--- src/logic/dcr_pkg.sv ---
package dcr_pkg;

    // ########################################
    // device configuration registers
    // ########################################

    // number of compute clusters that share the memory port.
    localparam int num_clusters = 2;

    localparam int dcr_addr_width = 4;
    localparam int dcr_data_width = 32;

    typedef enum logic [dcr_addr_width-1:0] {
        dcr_base   = 4'h1,
        dcr_count  = 4'h2,
        dcr_addend = 4'h3
    } dcr_addr_e;

    // kernel settings seen by every cluster.
    // base is a word address, count is the number of words in the buffer.
    typedef struct packed {
        logic [15:0]               base;
        logic [15:0]               count;
        logic [dcr_data_width-1:0] addend;
    } kernel_cfg_t;

endpackage

--- src/logic/mem_pkg.sv ---
package mem_pkg;

    // ########################################
    // memory bus layout
    // ########################################

    localparam int mem_addr_width = 16;
    localparam int mem_data_width = 32;

    // the low tag bits select a read slot inside a cluster.
    localparam int cluster_tag_width = 2;
    localparam int cluster_slots     = 2 ** cluster_tag_width;

    // the upper tag bits carry the cluster index on the shared port.
    localparam int cluster_id_width =
        (dcr_pkg::num_clusters > 1) ? $clog2(dcr_pkg::num_clusters) : 1;
    localparam int mem_tag_width = cluster_tag_width + cluster_id_width;

    typedef logic [cluster_tag_width-1:0] cluster_tag_t;
    typedef logic [cluster_id_width-1:0]  cluster_id_t;

    typedef struct packed {
        logic                      rw;
        logic [mem_addr_width-1:0] addr;
        logic [mem_data_width-1:0] data;
        logic [mem_tag_width-1:0]  tag;
    } mem_req_t;

    typedef struct packed {
        logic [mem_data_width-1:0] data;
        logic [mem_tag_width-1:0]  tag;
    } mem_rsp_t;

    typedef struct packed {
        logic                      rw;
        logic [mem_addr_width-1:0] addr;
        logic [mem_data_width-1:0] data;
        cluster_tag_t              tag;
    } cluster_req_t;

    typedef struct packed {
        logic [mem_data_width-1:0] data;
        cluster_tag_t              tag;
    } cluster_rsp_t;

endpackage

--- src/logic/compute_cluster.sv ---
`timescale 1ns/100ps

module compute_cluster (
    input  logic                  clk,
    input  logic                  rst,
    input  mem_pkg::cluster_id_t  cluster_id,
    input  dcr_pkg::kernel_cfg_t  cfg,
    input  logic                  start,
    output logic                  busy,
    output logic                  req_valid,
    output mem_pkg::cluster_req_t req,
    input  logic                  req_ready,
    input  logic                  rsp_valid,
    input  mem_pkg::cluster_rsp_t rsp
);

    typedef enum logic [1:0] {
        st_idle,
        st_run,
        st_drain
    } state_e;

    typedef enum logic [1:0] {
        slot_free,
        slot_reading,
        slot_write
    } slot_e;

    // one bit wider than count so the last step cannot wrap.
    typedef logic [16:0] idx_t;

    state_e state;
    idx_t   next_idx;

    slot_e                               slot_state [mem_pkg::cluster_slots];
    logic [mem_pkg::mem_addr_width-1:0]  slot_addr  [mem_pkg::cluster_slots];
    logic [mem_pkg::mem_data_width-1:0]  slot_data  [mem_pkg::cluster_slots];

    logic                  wr_found;
    logic                  free_found;
    logic                  all_free;
    mem_pkg::cluster_tag_t wr_slot;
    mem_pkg::cluster_tag_t free_slot;

    logic                  hold;
    logic                  hold_write;
    mem_pkg::cluster_tag_t hold_slot;

    logic                               words_left;
    logic                               do_write;
    mem_pkg::cluster_tag_t              sel_slot;
    logic [mem_pkg::mem_addr_width-1:0] rd_addr;
    logic                               fire;

    // ########################################
    // slot scan and request choice
    // ########################################

    // scanning downwards leaves the lowest matching slot selected.
    always_comb begin
        wr_found   = 1'b0;
        wr_slot    = '0;
        free_found = 1'b0;
        free_slot  = '0;
        all_free   = 1'b1;
        for (int s = mem_pkg::cluster_slots - 1; s >= 0; s--) begin
            if (slot_state[s] == slot_write) begin
                wr_found = 1'b1;
                wr_slot  = mem_pkg::cluster_tag_t'(s);
            end
            if (slot_state[s] == slot_free) begin
                free_found = 1'b1;
                free_slot  = mem_pkg::cluster_tag_t'(s);
            end else begin
                all_free = 1'b0;
            end
        end
    end

    assign busy       = (state != st_idle);
    assign words_left = (next_idx < idx_t'(cfg.count));
    assign rd_addr    = cfg.base + next_idx[mem_pkg::mem_addr_width-1:0];

    // a stalled request keeps its choice, so a response arriving
    // meanwhile cannot swap a read for a write.
    assign do_write = hold ? hold_write : wr_found;
    assign sel_slot = hold ? hold_slot : (wr_found ? wr_slot : free_slot);

    assign req_valid = hold | (busy & (wr_found | (words_left & free_found)));
    assign fire      = req_valid & req_ready;

    always_comb begin
        req.rw   = do_write;
        req.tag  = sel_slot;
        req.addr = do_write ? slot_addr[sel_slot] : rd_addr;
        req.data = do_write ? slot_data[sel_slot] : '0;
    end

    // ########################################
    // control state
    // ########################################

    always_ff @(posedge clk) begin
        if (rst) begin
            state    <= st_idle;
            next_idx <= '0;
            hold     <= 1'b0;
            for (int s = 0; s < mem_pkg::cluster_slots; s++) begin
                slot_state[s] <= slot_free;
            end
        end else begin
            hold <= req_valid & ~req_ready;

            case (state)
                st_idle: begin
                    if (start) begin
                        state    <= st_run;
                        next_idx <= idx_t'(cluster_id);
                    end
                end
                st_run: begin
                    if (!words_left) begin
                        state <= all_free ? st_idle : st_drain;
                    end
                end
                st_drain: begin
                    if (all_free) begin
                        state <= st_idle;
                    end
                end
                default: state <= st_idle;
            endcase

            if (fire) begin
                if (do_write) begin
                    slot_state[sel_slot] <= slot_free;
                end else begin
                    slot_state[sel_slot] <= slot_reading;
                    next_idx <= next_idx + idx_t'(dcr_pkg::num_clusters);
                end
            end

            // responses only ever land in reading slots.
            if (rsp_valid) begin
                slot_state[rsp.tag] <= slot_write;
            end
        end
    end

    always_ff @(posedge clk) begin
        hold_write <= do_write;
        hold_slot  <= sel_slot;
        if (fire && !do_write) begin
            slot_addr[sel_slot] <= rd_addr;
        end
        if (rsp_valid) begin
            slot_data[rsp.tag] <= rsp.data + cfg.addend;
        end
    end

endmodule

--- config.mk ---
export PLATFORM = sky130hd
export DESIGN_NAME = compute_cluster
export DESIGN_NICKNAME = d
export VERILOG_FILES = /design/src/logic/dcr_pkg.sv /design/src/logic/mem_pkg.sv /design/src/logic/compute_cluster.sv
export SDC_FILE = /design/constraint.sdc
export NUM_CORES = 1
export LEC_CHECK = 0
export ABC_AREA = 1
export BUFFER_PORTS_ARGS = -buffer_cell sky130_fd_sc_hd__clkbuf_2
export CORE_MARGIN = 2
export CORE_UTILIZATION = 63
export CTS_BUF_LIST = sky130_fd_sc_hd__clkbuf_8
export CTS_CLUSTER_DIAMETER = 150
export DETAILED_ROUTE_END_ITERATION = 8
export GPL_ROUTABILITY_DRIVEN = 0
export GPL_TIMING_DRIVEN = 0
export PLACE_DENSITY = 0.86
export SLEW_MARGIN = 30
export SYNTH_ARGS = -nofsm -noshare
export SYNTH_HDL_FRONTEND = slang
export SYNTH_SLANG_ARGS = --single-unit
export TNS_END_PERCENT = 10
--- constraint.sdc ---
create_clock -name clk -period 6 [get_ports clk]
set_input_delay 1.8 -clock clk [delete_from_list [all_inputs] [get_ports clk]]
set_output_delay 1.8 -clock clk [all_outputs]
set_load 0.005 [all_outputs]
==> Word-level counts from Yosys, hierarchy flattened <==
Memory sizes are Yosys's and may differ from the RTL's.
Cells that the tools add are included.
{ "classes": {"shift": 0, "n_addsub": 3, "n_reduce_logical": 11, "bitwise": 8, "mul": 0, "n_div": 0, "muxes": 56, "eq_ne": 9, "n_lt_le_gt_ge": 1} }
{ "op_table": {"columns": ["operator", "count"], "rows": [
  ["17-bit 2-to-1 mux", 4],
  ["2-bit 2-to-1 mux", 19],
  ["32-bit adder", 1],
  ["32-bit 2-to-1 mux", 1],
  ["1-bit 2-to-1 mux", 30],
  ["17-bit by 2-bit adder with 17-bit output, second input constant", 1],
  ["17-bit by 16-bit less-than comparator with 1-bit output", 1],
  ["16-bit adder", 1],
  ["16-bit 2-to-1 mux", 1],
  ["2-bit == test, second input constant", 5],
  ["2-bit logical NOT", 5],
  ["2-bit != test, second input constant", 3],
  ["2-bit case mux with 3 select lines", 1],
  ["1-bit bitwise AND", 4],
  ["2-bit OR reduction", 2],
  ["1-bit bitwise OR", 3],
  ["3-bit AND reduction", 1],
  ["2-bit by 1-bit == test with 1-bit output, second input constant", 1],
  ["2-bit nonzero test", 1],
  ["1-bit logical AND", 1],
  ["1-bit logical NOT", 1],
  ["1-bit inverter", 1]
]} }
{ "word_totals": {"elab_cells": 96, "latch_bits": 0, "ram_bits": 200, "input_bits": 104, "rom_bits": 0, "mem_count": 3, "reg_bits": 23} }
{ "mem_list": {"columns": ["name", "words", "width", "rd", "rd_clocked_by_memory_dff", "write_ports", "line", "text"], "rows": [
  ["slot_data", 4, 32, 1, 0, 1, "compute_cluster.sv:37", "logic [mem_pkg::mem_data_width-1:0] slot_data [mem_pkg::cluster_slots];"],
  ["slot_addr", 4, 16, 1, 0, 1, "compute_cluster.sv:36", "logic [mem_pkg::mem_addr_width-1:0] slot_addr [mem_pkg::cluster_slots];"],
  ["slot_state", 4, 2, 4, 0, 4, "compute_cluster.sv:35", "slot_e slot_state [mem_pkg::cluster_slots];"]
]} }

==> Depth between registers and ports, before layout <==
{ "depth": {"word_depth": 16, "ltp_mapped": 16, "depth_no_buf": 16} }

==> Worst setup path after synthesis <==
No wires, ideal clock.
{ "synth_path": {"path_kind": "input-to-output", "startpoint": "in cfg[48] in the netlist's numbering", "endpoint": "out req[44] in the netlist's numbering", "arrival_time_ps": 3419, "stages": 9, "path_slack_ps": 781, "t_required_ps": 4200, "path_cell_list": "ha_1 > inv_1 > fa_1 > o21ai_2 > a21oi_1 > o21ai_0 > a21boi_0 > xor2_1 > o21ai_0"} }
{ "synth_rtl": {"columns": ["item", "line", "text"], "rows": [
  ["from (decl)", "compute_cluster.sv:7", "input dcr_pkg::kernel_cfg_t cfg,"],
  ["to (decl)", "compute_cluster.sv:11", "output mem_pkg::cluster_req_t req,"]
]} }

==> impl_metrics.toml <==
[logic_synthesis]
async_flop_share = 0
yosysSeqAreaShare = 0.544
synth_top_area_frac = 0.491
yosysMostFrequentCell = "nand2_1"
synth.top_cells.by_area = "edfxtp_1, nand2_1, ha_1"
ys_ff_latch = 223
syn_area_um2 = 11700
yosysWarnings = 0
synthCells = 1187
synthesis.nets = 1355
synth_common_cells = "nand2_1, edfxtp_1, inv_1"
synth_flop_cell = "edfxtp_1"
synth_area_leader_cell = "edfxtp_1"
yosysUniqueCellTypes = 50
avgSynthCellArea_um2 = 9.90
synth_edf_count = 192

[placement]
place.port_buffers = 156
hpwl_um = 20600
place_area_um2 = 13000
place_ws_ns = 0.339

[power]
swShare = 0.293
p_leak_nw = 5.81
ir_drop_uv = 116
p_switching_w = 0.00110
pwr-share-seq = 0.491
clkPwrFrac = 0.306
power_density_nw_per_um2 = 276
share_comb_of_total_power = 0.203
p_int_w = 0.00265

[floorplanning]
ioPinCount = 157
core_region_area_um2 = 18100
rows = 49
fp.dieW_um = 141
die_height_um = 141
start_util = 0.647
die_area_um2 = 19800

[final_layout]
antenna_cells = 0
postLayoutCoreUtil = 0.749
nets = 1566
drive_gt1_frac = 0.192
areaGrowthSynthToFinish_pct = 15.7
design_area_um2 = 13600

[sta]
rsz0062_at_grt = "no"
maxSlewHeadroom = 0.490
worst_slack_ns = 0.296
setup_viol = 0
finalCritPeriodShare = 0.951
fin_crit_ns = 5.70
fin_skew_ns = 0.0194
whs_ns = 0.464
clock.fmax_mhz = 175
hold_violations = 0
report.final.slew_viol_count = 0
tightest_slew_ns = 0.765

[worst_setup_path]
end_kind = "output port"
startpoint = "cfg[48]"
critPathKind = "in2out"
crit_required_ns = 4.20
rrSetupSlack_ns = 3.05
start_kind = "primary input"
arrival_ns = 3.90
crit_fanout = 3
timing.rr.start = "next_idx[7]"

[routing]
routed_wl_um = 28800
wire_per_inst_um = 17.4
route.detailed.drc = 0
vias_per_cell = 5.91
drtAntennaViolNets = 0
dr.pass1.iters = 5
first_iter_violations = 996
vias = 9769

[clock_network]
cts_tree = "yes"
post_cts_buffers = 0
clkSinkCount = 223
cts_hold_buf = 0
clockBufferDepth = 3
clock_latency_ns = 0.52
htreeDepth = 2
cts_root_buffer = "clkbuf_8"
path_clk_slew_ns = 0.06
numCtsBuffers = 35
post_cts_resized = 0

[global_routing]
grt_max_degree = 17
grt_pass1_wl_um = 45700
antenna_found_initial = 0
grtUsageMet2 = 0.511
grt_usage = 0.290
use_met3 = 0.0472
grt_overflow = 0
first_global_vias = 9432
grt_busiest_layer = "met2"
grt.met1_usage = 0.361

[worst_hold_path]
hold_path.class = "reg2reg"
hp-start = "slot_state[3][0]"

[job]
drv_cap = 0

[status]
status = "finished, final reports clean"
## kinds of logic after synthesis
logic type | Yosys count | share of synthesized area
buf+inv | 157 | 0.0554
fa+ha+maj | 64 | 0.0694
simple gates | 437 | 0.162
compound gates | 258 | 0.134
flops | 223 | 0.544
xor+xnor | 48 | 0.0358
## cell type report
cell class,instances,area [µm²]
buffer,36,196
inverter,121,454
fill,1235,4550
sequential,223,6390
clock inverter,26,110
clock buffer,37,509
timing repair buffer,174,916
multi-input combinational,807,4740
tap,229,287
## power by group through the flow
stage	Sequential, W	Clock, W	Combinational, W
final	0.00185	0.00115	0.000762
after global routing	0.00185	0.00121	0.000836
after CTS	0.00184	0.00116	0.000753
after detailed placement	0.00188	0	0.000747
after global placement	0.00187	0	0.000717
after floorplan	0.00187	0	0.000463
## state kept, by name, summed over array words and instances (netlist names)
register / cells
hold_slot: 2
state: 2
slot_state: 8
slot_data: 128
next_idx: 17
hold_write: 1
hold: 1
slot_addr: 64
## cells in the final DEF (no fill, tap or decap), types with 4 or more instances in the layout
cell and instances:
nand4_1 20, ha_1 62, clkbuf_8 37, edfxtp_1 192
inv_2 4, o21bai_1 4, nand2_1 241, or2_2 5
xnor2_1 17, nor2_1 68, clkbuf_1 7, buf_4 24
clkinv_1 9, nor3_1 13, xor2_1 31, clkinv_2 4
inv_1 129, nor4_1 5, a21oi_1 112, nand3_1 61
dfxtp_1 31, buf_2 19, nor3_2 7, o21ai_1 6
o21ai_0 33, a21o_1 6, a22oi_1 74, clkbuf_2 156
## path summary, 6_finish.rpt
kind / endpoint / depth (start not counted)
worst max register to register: slot_addr[2][10] / 12
worst min register to register: slot_state[3][0] / 2
worst max-delay path: req[44] / 11
worst min-delay path: slot_state[3][0] / 2
## through the flow
step,power [W],std cells,setup TNS (ns)
after CTS,0.00375,1653,0
after floorplan,0.00233,1187,0
after detailed placement,0.00262,1590,0
final,0.00376,1653,0
after global routing,0.00390,1653,0
after global placement,0.00259,1572,-35.02
## per-layer routing
| layer | part of all wire | wire [µm] |
|---|---|---|
| met5 | 0 | 0 |
| met4 | 0.030 | 851 |
| met3 | 0.083 | 2400 |
| met2 | 0.50 | 14300 |
| met1 | 0.39 | 11300 |
## critical path, cell delays in order
cell and delay [ns]:
clkbuf_2 0.08, ha_1 0.15, inv_1 0.05, fa_1 0.41, o21ai_2 0.22, a21oi_1 0.14, o21ai_0 0.26, a21boi_0 0.16
xor2_1 0.32, o21ai_0 0.17, clkbuf_2 0.14
(Power assumes the default switching activity.)
