===== src/logic/dcr_pkg.sv =====
package dcr_pkg;

    // ########################################
    // device configuration registers
    // ########################################

    // number of compute clusters that share the memory port.
    localparam int num_clusters = 2;

    localparam int dcr_addr_width = 4;
    localparam int dcr_data_width = 32;

    typedef enum logic [dcr_addr_width-1:0] {
        dcr_base   = 4'h1,
        dcr_count  = 4'h2,
        dcr_addend = 4'h3
    } dcr_addr_e;

    // kernel settings seen by every cluster.
    // base is a word address, count is the number of words in the buffer.
    typedef struct packed {
        logic [15:0]               base;
        logic [15:0]               count;
        logic [dcr_data_width-1:0] addend;
    } kernel_cfg_t;

endpackage


===== src/logic/dcr_regs.sv =====
`timescale 1ns/100ps

module dcr_regs (
    input  logic                                clk,
    input  logic                                rst,
    input  logic                                wr_valid,
    input  dcr_pkg::dcr_addr_e                  wr_addr,
    input  logic [dcr_pkg::dcr_data_width-1:0]  wr_data,
    output logic                                wr_ready,
    input  logic                                busy,
    output dcr_pkg::kernel_cfg_t                cfg
);

    logic wr_fire;

    // the configuration is frozen while a kernel runs.
    assign wr_ready = ~busy;
    assign wr_fire  = wr_valid & wr_ready;

    always_ff @(posedge clk) begin
        if (rst) begin
            cfg <= '0;
        end else if (wr_fire) begin
            case (wr_addr)
                dcr_pkg::dcr_base: begin
                    cfg.base <= wr_data[$bits(cfg.base)-1:0];
                end
                dcr_pkg::dcr_count: begin
                    cfg.count <= wr_data[$bits(cfg.count)-1:0];
                end
                dcr_pkg::dcr_addend: begin
                    cfg.addend <= wr_data;
                end
                default: begin
                    // unknown addresses are accepted and dropped.
                end
            endcase
        end
    end

endmodule


===== config.mk =====
export PLATFORM = sky130hd
export DESIGN_NAME = dcr_regs
export DESIGN_NICKNAME = d
export VERILOG_FILES = /design/src/logic/dcr_pkg.sv /design/src/logic/dcr_regs.sv
export SDC_FILE = /design/constraint.sdc
export NUM_CORES = 1
export LEC_CHECK = 0
export ABC_AREA = 1
export BUFFER_PORTS_ARGS = -buffer_cell sky130_fd_sc_hd__buf_2
export CORE_UTILIZATION = 45
export CTS_CLUSTER_SIZE = 14
export DETAILED_ROUTE_END_ITERATION = 10
export PLACE_DENSITY = 0.83
export SETUP_SLACK_MARGIN = 0.05
export SLEW_MARGIN = 0
export SYNTH_ARGS = -nofsm -noshare
export SYNTH_HDL_FRONTEND = slang
export SYNTH_SLANG_ARGS = --single-unit
export TNS_END_PERCENT = 1

===== constraint.sdc =====
create_clock -name clk -period 0.8 [get_ports clk]
set_input_delay 0 -clock clk [delete_from_list [all_inputs] [get_ports clk]]
set_output_delay 0 -clock clk [all_outputs]
set_load 0.01 [all_outputs]

======== Yosys cells after proc, flatten, opt, wreduce, memory -nomap -nowiden ========
Index checks and enable logic that the tools add are counted.
storage, ports and cells
  bits in registers ....................... 64
  input port bits ......................... 40
  output and inout bits ................... 65
operators by class
  eq/ne operators ......................... 3
  bitwise logic cells ..................... 2
  reductions and logical operators ........ 3
operators with widths
  cell                  count
  $eq A4 B2 Y1 const B  2
  $reduce_and A2 Y1     3
  $eq A4 B1 Y1 const B  1
  $and A1 B1 Y1         1
  $not A1 Y1            1

======== Depth between registers and ports, before layout ========
Gate-level depths: netlist of the first run.
  depth in word-level cells ............... 3
  mapped depth ............................ 7
  depth with buffers taken out ............ 6

======== Least setup slack after synthesis of the first run ========
No wires, ideal clock.
  kind .................................... input -> register
  from .................................... in wr_valid
  to ...................................... reg cfg[11] in the netlist's numbering
  library setup time ...................... 0.113 ns
  arrival time ............................ 0.705 ns
  data required time ...................... 0.687 ns
  path slack .............................. -0.018 ns
  stages .................................. 6
  buffers on the path ..................... 1
  cells stage by stage .................... inv_1 -> nor2_4 -> nand3_2 -> clkbuf_1 -> nor2_1 -> nor2_1
between the ends
  cells in the longest elaborated chain, start to end .. 2
ends and longest elaborated chain
  element                      line            text
  start: declaration           dcr_regs.sv:6   input logic wr_valid,
  $and A1 B1 Y1                dcr_regs.sv:18  assign wr_fire = wr_valid & wr_ready;
  $reduce_and A2 Y1 (no line)  -
  end: declaration             dcr_regs.sv:11  output dcr_pkg::kernel_cfg_t cfg
No other way between the ends.
A chain may end at the register's enable or synchronous reset.

======== Worst setup path in the final report of the first run ========
  from .................................... reg cfg[59] in the netlist's numbering
  to ...................................... out cfg[59] in the netlist's numbering
No word-level cell between the ends.

==> metrics, run 1 <==
status=finished, final reports clean; share of layout cells above drive strength 1=34.20%; CP Launch Type=flip-flop; worst-skew pair later-pin latency=0.33 ns; Worst path slowest cell=dfxtp_2; Num CTS Buffers=9; Worst Tran Pin Value=0.2221 ns; CP Cell Sequence=buf_6; commonest non-fill, non-tap cells in the layout=nand2_1, inv_1, nor2_1, dfxtp_2, buf_6; Site Rows=29; flops & latches, synth=64; Filler Cell Count=476; Post-Route WL=8375 um; Vias per Instance=around 4.4; Pins Over Slew Limit=0; synth unique cells=13; sw power=1595 uW; internal power=5460 uW; Post-Syn Nets=510; Total GRT Usage=roughly a quarter; Largest regs=cfg x64; Gate power share=about a tenth; final antenna-violating net count=0; first-pass GRT wire length=13150 um; Highest Clock Rate=between 1 and 1.5 GHz; CTS max path bufs=2; most common cell after layout, fill and taps aside=nand2_1; Sw Ratio=22.61%; Post-Syn Area=around 2900 sq um; clock sink count=64; Worst Hold Endpoint=cfg[12]; r2r worst-path depth=5; Worst Hold Class=input port to flip-flop; Die W=82.77 um; PwrDens=1517 nW/um^2; Die Height=between 80 and 90 um; vias in the first global route=2893; CTS tree=done; Reg area=around 1400 sq um; reg2reg end=cfg[59]; total gr overflow=0; final net count=652; Clk pwr share=between 40% and 50%; RR Startpoint=cfg[59]; max cap viols=0; WL per Instance=12.07 um; initial antenna violation count=0; kind of critical path=flip-flop to output pin; largest net degree at the start of global routing=39; Tot Pwr=approximately 7100 uW; CP arrival=0.79 ns; Hold Startpoint=rst; setup ws final=0.01038 ns; DRT Pass-1 Iters=4; Tcrit/Tclk final=98.70%; core area=6314 sq um; hpwl dp=4915 um; Largest register FFs=64; Top Family by Delay on Critical Path=flip-flops; Worst Path Max Fanout=2; minimum clock period=0.7896 ns; Yosys warning total=0; top cell type's share of synthesized area=43.65%; Placed Area=about 3600 sq um; Finish-stage setup viols=0; FF-to-FF setup slack=0.04 ns; initial DRC count=roughly 170; crit-path max cell delay=0.35 ns; n_diodes=0; Util after Layout=73.64%; residual DRC count=0; gpl congestion=0.7502; sequential share of power=46.3%; post-synthesis sequential area ratio=43.65%; post-synth top area cell=dfxtp_1; clock root buffer master=clkbuf_8; Mapped Avg Cell Area=6.245 sq um; full die area=6850 sq um; hold depth=5; Bufs and invs on worst path=1; Max Clock Skew=0 ns; final hold vios=0; dpl ws=-0.1405 ns; cell area after layout=4649 sq um; most flop-heavy register=cfg; Port-buffer cells=approximately 100; VDD IR max=around 0.0012 V; Mapped Cells=470; Slew HR=85.20%; RSZ-0062 raised after global routing=yes; leakage=0.002506 uW; initial core utilization=46.49%; Crit path required time=about 0.8 ns; Area Growth Syn to Fin=58.40%; via count=3077; I/O Pins=105; largest cells by area after synthesis=dfxtp_1, nand2_1, inv_1; clock transition at the registers of the reported paths=0.07 ns; htree depth=3; CP endpoint kind=output pin; area of the multi-input gates=1116 sq um
routing by layer:
metal	wire [um]	share of wire, %	vias to the layer above	track usage [%]
li1	-	-	1599	-
met1	3360	40	1348	29.85
met2	4138	49	114	43.36
met3	682	8.1	16	8.901
met4	193	2.3	0	12.93
met5	0	0	-	0
layout make-up:
type	instances	area share (%)
multi-input combinational	267	24.00
sequential	64	29.28
tap	77	2.072
clock buffer	13	3.202
inverter	120	9.688
clock inverter	3	1.399
timing repair buffer	150	30.36
worst max-delay path by stage:
stage	to	cells after the start	slack, ns	start
2_1_floorplan	cfg[11]	6	0.01	wr_valid
3_3_place_gp	cfg[9]	7	-0.1	wr_addr[0]
3_5_place_dp	cfg[8]	7	-0.14	wr_addr[0]
4_1_cts	cfg[63]	1	-0.0005	cfg[63]
5_1_grt	cfg[63]	1	-0.03	cfg[63]
6_report	cfg[59]	1	0.01	cfg[59]
cells in the mapped netlist:
library cell and number:
buf_1 4, buf_6 2, inv_1 117, nand3_4 2, dfxtp_1 64, nand3_1 32, nor2_1 97, buf_2 9
clkbuf_1 4, inv_2 3, nor2_4 4, nand2_1 131, nand3_2 1
per-stage QoR:
step | TNS, ns | hold slack [ns] | instances
floorplan | 0 | 0.05098 | 470
global placement | -4.582 | 0.2212 | 644
detailed placement | -6.062 | 0.2294 | 644
CTS | -0.0005461 | 0.08728 | 694
global route | -0.6244 | 0.1123 | 694
finish | 0 | 0.1119 | 694
worst register-to-register path, delay by kind of cell (launching register included):
kind / cells / cell delay (ns)
buf+inv: 3 / 0.24
simple gates: 2 / 0.08
flops: 1 / 0.33
cells by family after synthesis:
logic type             Yosys count  share of synthesized area, %
buffers and inverters          139                         18.67
DFF                             64                         43.65
and+or+nand+nor                267                         37.68
repair_timing:
| item | in CTS | in global routing |
|---|---|---|
| setup buffers | 1 | 0 |
| pin swaps | 1 | 2 |
| setup endpoints to repair | 64 | 68 |
| hold endpoints to repair | 33 | 0 |
| hold buffers | 33 | 0 |
| resized for setup | 129 | 5 |
power groups by stage:
stage	Sequential (uW)	Clock (uW)	Combinational [uW]
2_1_floorplan	3340	0	271
3_3_place_gp	3320	0	548
3_5_place_dp	3320	0	561
4_1_cts	3260	3100	733
5_1_grt	3270	3280	827
6_report	3270	3030	755
Note: power is estimated with default switching activity, not from simulation.
==> run 2: changes to the inputs <==
- RECOVER_POWER: not set -> 100
==> metrics, run 2 (synthesis gave the netlist of run 1 again) <==
status=finished, final reports clean; Die Height=82.77 um (unchanged); Port-buffer cells=104 (unchanged); Max Clock Skew=0 ns (unchanged); kind of critical path=flip-flop to output pin; RR Startpoint=cfg[59]; CTS max path bufs=2 (unchanged); Worst Hold Class=input port to flip-flop; Highest Clock Rate=1.252 GHz (-1.1%); crit-path max cell delay=0.36 ns (about the same); full die area=6850 sq um (unchanged); Slew HR=85.12% (about the same); final hold vios=0 (unchanged); Non-Filler Instances=694 (unchanged); vias in the first global route=2893 (unchanged); residual DRC count=0 (unchanged); FF-to-FF setup slack=0.03 ns (about the same); r2r worst-path depth=5 (unchanged); Util after Layout=73.17% (-0.48 points); first-pass GRT wire length=13150 um (unchanged); VDD IR max=0.001185 V (+0.91%); max cap viols=0 (unchanged); initial antenna violation count=0 (unchanged); via count=3106 (+0.94%); n_diodes=0 (unchanged); Worst Tran Pin Value=0.2232 ns (+0.001112 ns); CP Cell Sequence=buf_6; setup ws final=0.001353 ns (-0.009024 ns); gpl congestion=0.7502 (unchanged); CP Launch Type=flip-flop; share of layout cells above drive strength 1=30.31% (-3.9 points); clock root buffer master=clkbuf_8; Area Growth Syn to Fin=57.37%; Die W=82.77 um (unchanged); Site Rows=29 (unchanged); reg2reg end=cfg[59]; final antenna-violating net count=0 (unchanged); Num CTS Buffers=9 (unchanged); Top Family by Delay on Critical Path=flip-flops; Worst Setup SP=cfg[29]; Crit path required time=0.80 ns (about the same); clock transition at the registers of the reported paths=0.07 ns (about the same); worst setup path endpoint=cfg[29]; CP endpoint kind=output pin; Cells after DPL=644 (unchanged); hpwl dp=4915 um (unchanged); Pins Over Slew Limit=0 (unchanged); leakage=0.002468 uW (-1.5%); Tot Pwr=7063 uW (+0.11%); CP arrival=0.80 ns (about the same); largest net degree at the start of global routing=39 (unchanged); dpl ws=-0.1405 ns (unchanged); PwrDens=1529 nW/um^2 (+0.76%); htree depth=3 (unchanged); Post-Route WL=8364 um (-0.13%); RSZ-0062 raised after global routing=yes; I/O Pins=105 (unchanged); final net count=652 (unchanged); commonest non-fill, non-tap cells in the layout=nand2_1, inv_1, nor2_1, buf_6, dfxtp_2; minimum clock period=0.7986 ns (+0.009024 ns); Worst path slowest cell=dfxtp_1; hold depth=5 (unchanged); DRT Pass-1 Iters=4 (unchanged); Tcrit/Tclk final=99.83% (+1.1 points); Vias per Instance=4.476 (+0.94%); worst-skew pair later-pin latency=0.33 ns (about the same); Finish-stage setup viols=0 (unchanged); final setup TNS=0 ns (unchanged); Bufs and invs on worst path=1 (unchanged); initial core utilization=46.49% (unchanged); total gr overflow=0 (unchanged); Largest regs=cfg x64; core area=6314 sq um (unchanged); initial DRC count=201 (+20%); Filler Cell Count=492 (+3.4%); CTS tree=done; CP Depth=1 (unchanged); clock sink count=64 (unchanged); WL per Instance=12.05 um (-0.13%); Worst Path Max Fanout=2 (unchanged); Largest register FFs=64 (unchanged); most common cell after layout, fill and taps aside=nand2_1; Total GRT Usage=26.15% (unchanged); most flop-heavy register=cfg
run 2: worst min path at each step:
stage | from | slack, ns | endpoint
finish | rst | 0.16 | cfg[12]
global route | rst | 0.17 | cfg[53]
CTS | rst | 0.09 | cfg[12]
detailed placement | wr_data[20] | 0.23 | cfg[20]
global placement | wr_data[28] | 0.22 | cfg[28]
floorplan | busy | 0.05 | wr_ready
run 2: repair_timing:
action,in CTS,in global routing
hold buffers,33,0
setup endpoints to repair,64,68
hold endpoints to repair,33,0
pin swaps,1,2
resized for setup,129,5
setup buffers,1,0
cloned,0,0
run 2: layer usage:
metal / global-route usage (%) / share of wire, % / vias to the layer above / wire (um)
met3: 8.901 / 8.7 / 16 / 731
met4: 12.93 / 2.4 / 0 / 198
met1: 29.85 / 40 / 1359 / 3359
li1: - / - / 1601 / -
met5: 0 / 0 / - / 0
met2: 43.36 / 49 / 130 / 4075
run 2: power by group:
| group | switching [uW] | internal [uW] |
|---|---|---|
| logic | 369 | 375 |
| clock network | 1210 | 1840 |
| registers | 31.4 | 3230 |
| total | 1610 | 5450 |
run 2: worst reg2reg max path: cells and delay by family, from the launching register on:
| kind | cells | cell delay [ns] |
|---|---|---|
| buffers and inverters | 3 | 0.17 |
| and+or+nand+nor | 2 | 0.17 |
| DFF | 1 | 0.35 |
run 2: final cells by class:
type	count	area, sq um	share of cell area (%)
clock buffer	13	148.9	3.223
clock inverter	3	65.06	1.408
inverter	120	450.4	9.751
multi-input combinational	267	1111	24.05
sequential	64	1354	29.31
tap	77	96.34	2.086
timing repair buffer	150	1394	30.17
run 2: per-stage QoR:
step	instance area (sq um)	hold slack (ns)
floorplan	2948	0.05098
global placement	3610	0.2212
detailed placement	3610	0.2294
CTS	4642	0.08728
global route	4619	0.1706
finish	4619	0.1619
==> run 3: changes to the inputs <==
- CORE_MARGIN: not set -> 2
==> metrics, run 3 (synthesis gave the netlist of run 1 again) <==
Slew HR=84.24% (-0.89 points); Num CTS Buffers=9 (unchanged); final hold vios=0 (unchanged); PwrDens=1476 nW/um^2 (-3.5%); WL per Instance=12.34 um (+2.4%); RSZ-0062 raised after global routing=yes; Post-Route WL=8551 um (+2.2%); initial core utilization=46.49% (unchanged); first-pass GRT wire length=14100 um (+7.2%); DRT Pass-1 Iters=4 (unchanged); r2r worst-path depth=4 (-1); full die area=7185 sq um (+4.9%); Vias per Instance=4.495 (+0.43%); clock transition at the registers of the reported paths=0.07 ns (about the same); VDD IR max=0.001110 V (-6.4%); Area Growth Syn to Fin=57.08%; leakage=0.002487 uW (+0.79%); Bufs and invs on worst path=1 (unchanged); Worst Hold Endpoint=cfg[48]; Port-buffer cells=104 (unchanged); Tcrit/Tclk final=100.1% (+0.22 points); final net count=651 (-0.15%); largest net degree at the start of global routing=47 (+21%); via count=3115 (+0.29%); Total GRT Usage=24.77% (-1.4 points); Non-Filler Instances=693 (-0.14%); Largest register FFs=64 (unchanged); Hold Startpoint=rst; hpwl dp=5053 um (+2.8%); total gr overflow=0 (unchanged); max cap viols=0 (unchanged); share of layout cells above drive strength 1=33.77% (+3.5 points); kind of critical path=flip-flop to output pin; CTS tree=done; Die W=84.77 um (+2.4%); CP arrival=0.80 ns (about the same); final setup TNS=-0.0004065 ns (-0.0004065 ns); Finish-stage setup viols=1 (+1); gpl congestion=0.8196 (+9.3%); crit-path max cell delay=0.36 ns (about the same); initial antenna violation count=0 (unchanged); initial DRC count=219 (+9.0%); Crit path required time=0.80 ns (about the same); clock sink count=64 (unchanged); Worst Path Max Fanout=2 (unchanged); htree depth=3 (unchanged); Top Family by Delay on Critical Path=flip-flops; minimum clock period=0.8004 ns (+0.001759 ns); violated checks=setup timing; reg2reg end=cfg[25]; Max Clock Skew=0 ns (unchanged); Worst path slowest cell=dfxtp_2; CP Cell Sequence=buf_6; core area=6314 sq um (unchanged); n_diodes=0 (unchanged); CP endpoint kind=output pin; most flop-heavy register=cfg; Util after Layout=73.03% (-0.14 points); CP Launch Type=flip-flop; FF-to-FF setup slack=0.06 ns (+0.03 ns); residual DRC count=0 (unchanged); setup ws final=-0.0004065 ns (-0.001759 ns); most common cell after layout, fill and taps aside=nand2_1; I/O Pins=105 (unchanged); Worst Tran Pin Value=0.2365 ns (+0.01329 ns); Largest regs=cfg x64; Worst Hold Class=input port to flip-flop; status=finished with violations; final antenna-violating net count=0 (unchanged); worst-skew pair later-pin latency=0.34 ns (about the same); Site Rows=29 (unchanged); CTS max path bufs=2 (unchanged); Die Height=84.77 um (+2.4%); RR Startpoint=cfg[25]; clock root buffer master=clkbuf_8; commonest non-fill, non-tap cells in the layout=nand2_1, inv_1, nor2_1, buf_6, dfxtp_2; Cells after DPL=644 (unchanged); hold depth=5 (unchanged); vias in the first global route=3102 (+7.2%); Pins Over Slew Limit=0 (unchanged); Highest Clock Rate=1.249 GHz (-0.22%)
run 3: cell count changes in the layout (fill, tap and decap cells not counted), sizes merged, moves of 2 or more:
cell | previous run | this run
clkbuf | 27 | 14
dlygate4sd3 | 33 | 31
buf | 103 | 114
clkinv | 1 | 3
run 3: report_power, final:
| part | internal [uW] | switching (uW) |
|---|---|---|
| clock | 1520 | 1280 |
| combinational | 372 | 373 |
| sequential | 3230 | 32.1 |
| total | 5120 | 1680 |
run 3: metal layers:
layer  global-route usage [%]  wire length [um]  vias up
met1                    27.85              3431     1366
met2                    42.38              4189      126
met3                    7.866               687       25
met4                    11.98               242        0
li1                         -                 -     1598
met5                        0                 0        -
run 3: layout make-up:
cell class | instances | area, sq um
clock buffers | 11 | 141.4
well taps | 77 | 96.34
repair buffers | 149 | 1386
multi-input cells | 267 | 1124
inverters | 120 | 450.4
clock inverters | 5 | 56.30
flip-flops and latches | 64 | 1356
fillers | 480 | 1703
run 3: timing repair:
item                                   4_1_cts  5_1_grt
pin swaps                                    0        3
endpoints found under the hold margin       33        0
hold buffers                                32        0
resized for setup                          128        9
setup endpoints to repair                   64       73
setup buffers                                1        0
run 3: metrics by stage:
| stage | total power, uW | hold WS [ns] | setup slack [ns] | area, sq um |
|---|---|---|---|---|
| 2_1_floorplan | 3612 | 0.05098 | 0.01337 | 2948 |
| 3_3_place_gp | 3858 | 0.2209 | -0.1840 | 3597 |
| 3_5_place_dp | 3872 | 0.2269 | -0.1755 | 3597 |
| 4_1_cts | 6811 | 0.09594 | -0.009502 | 4603 |
| 5_1_grt | 7089 | 0.1155 | -0.02082 | 4611 |
| 6_report | 6805 | 0.1115 | -0.0004065 | 4611 |
run 3: worst max-delay path by stage:
stage          slack (ns)  cells past startpoint       start  endpoint
2_1_floorplan        0.01                      6    wr_valid   cfg[11]
3_3_place_gp        -0.18                      7  wr_addr[0]   cfg[11]
3_5_place_dp        -0.18                      8  wr_addr[0]    cfg[0]
4_1_cts             -0.01                      1     cfg[44]   cfg[44]
5_1_grt             -0.02                      1     cfg[44]   cfg[44]
6_report          -0.0004                      1     cfg[25]   cfg[25]
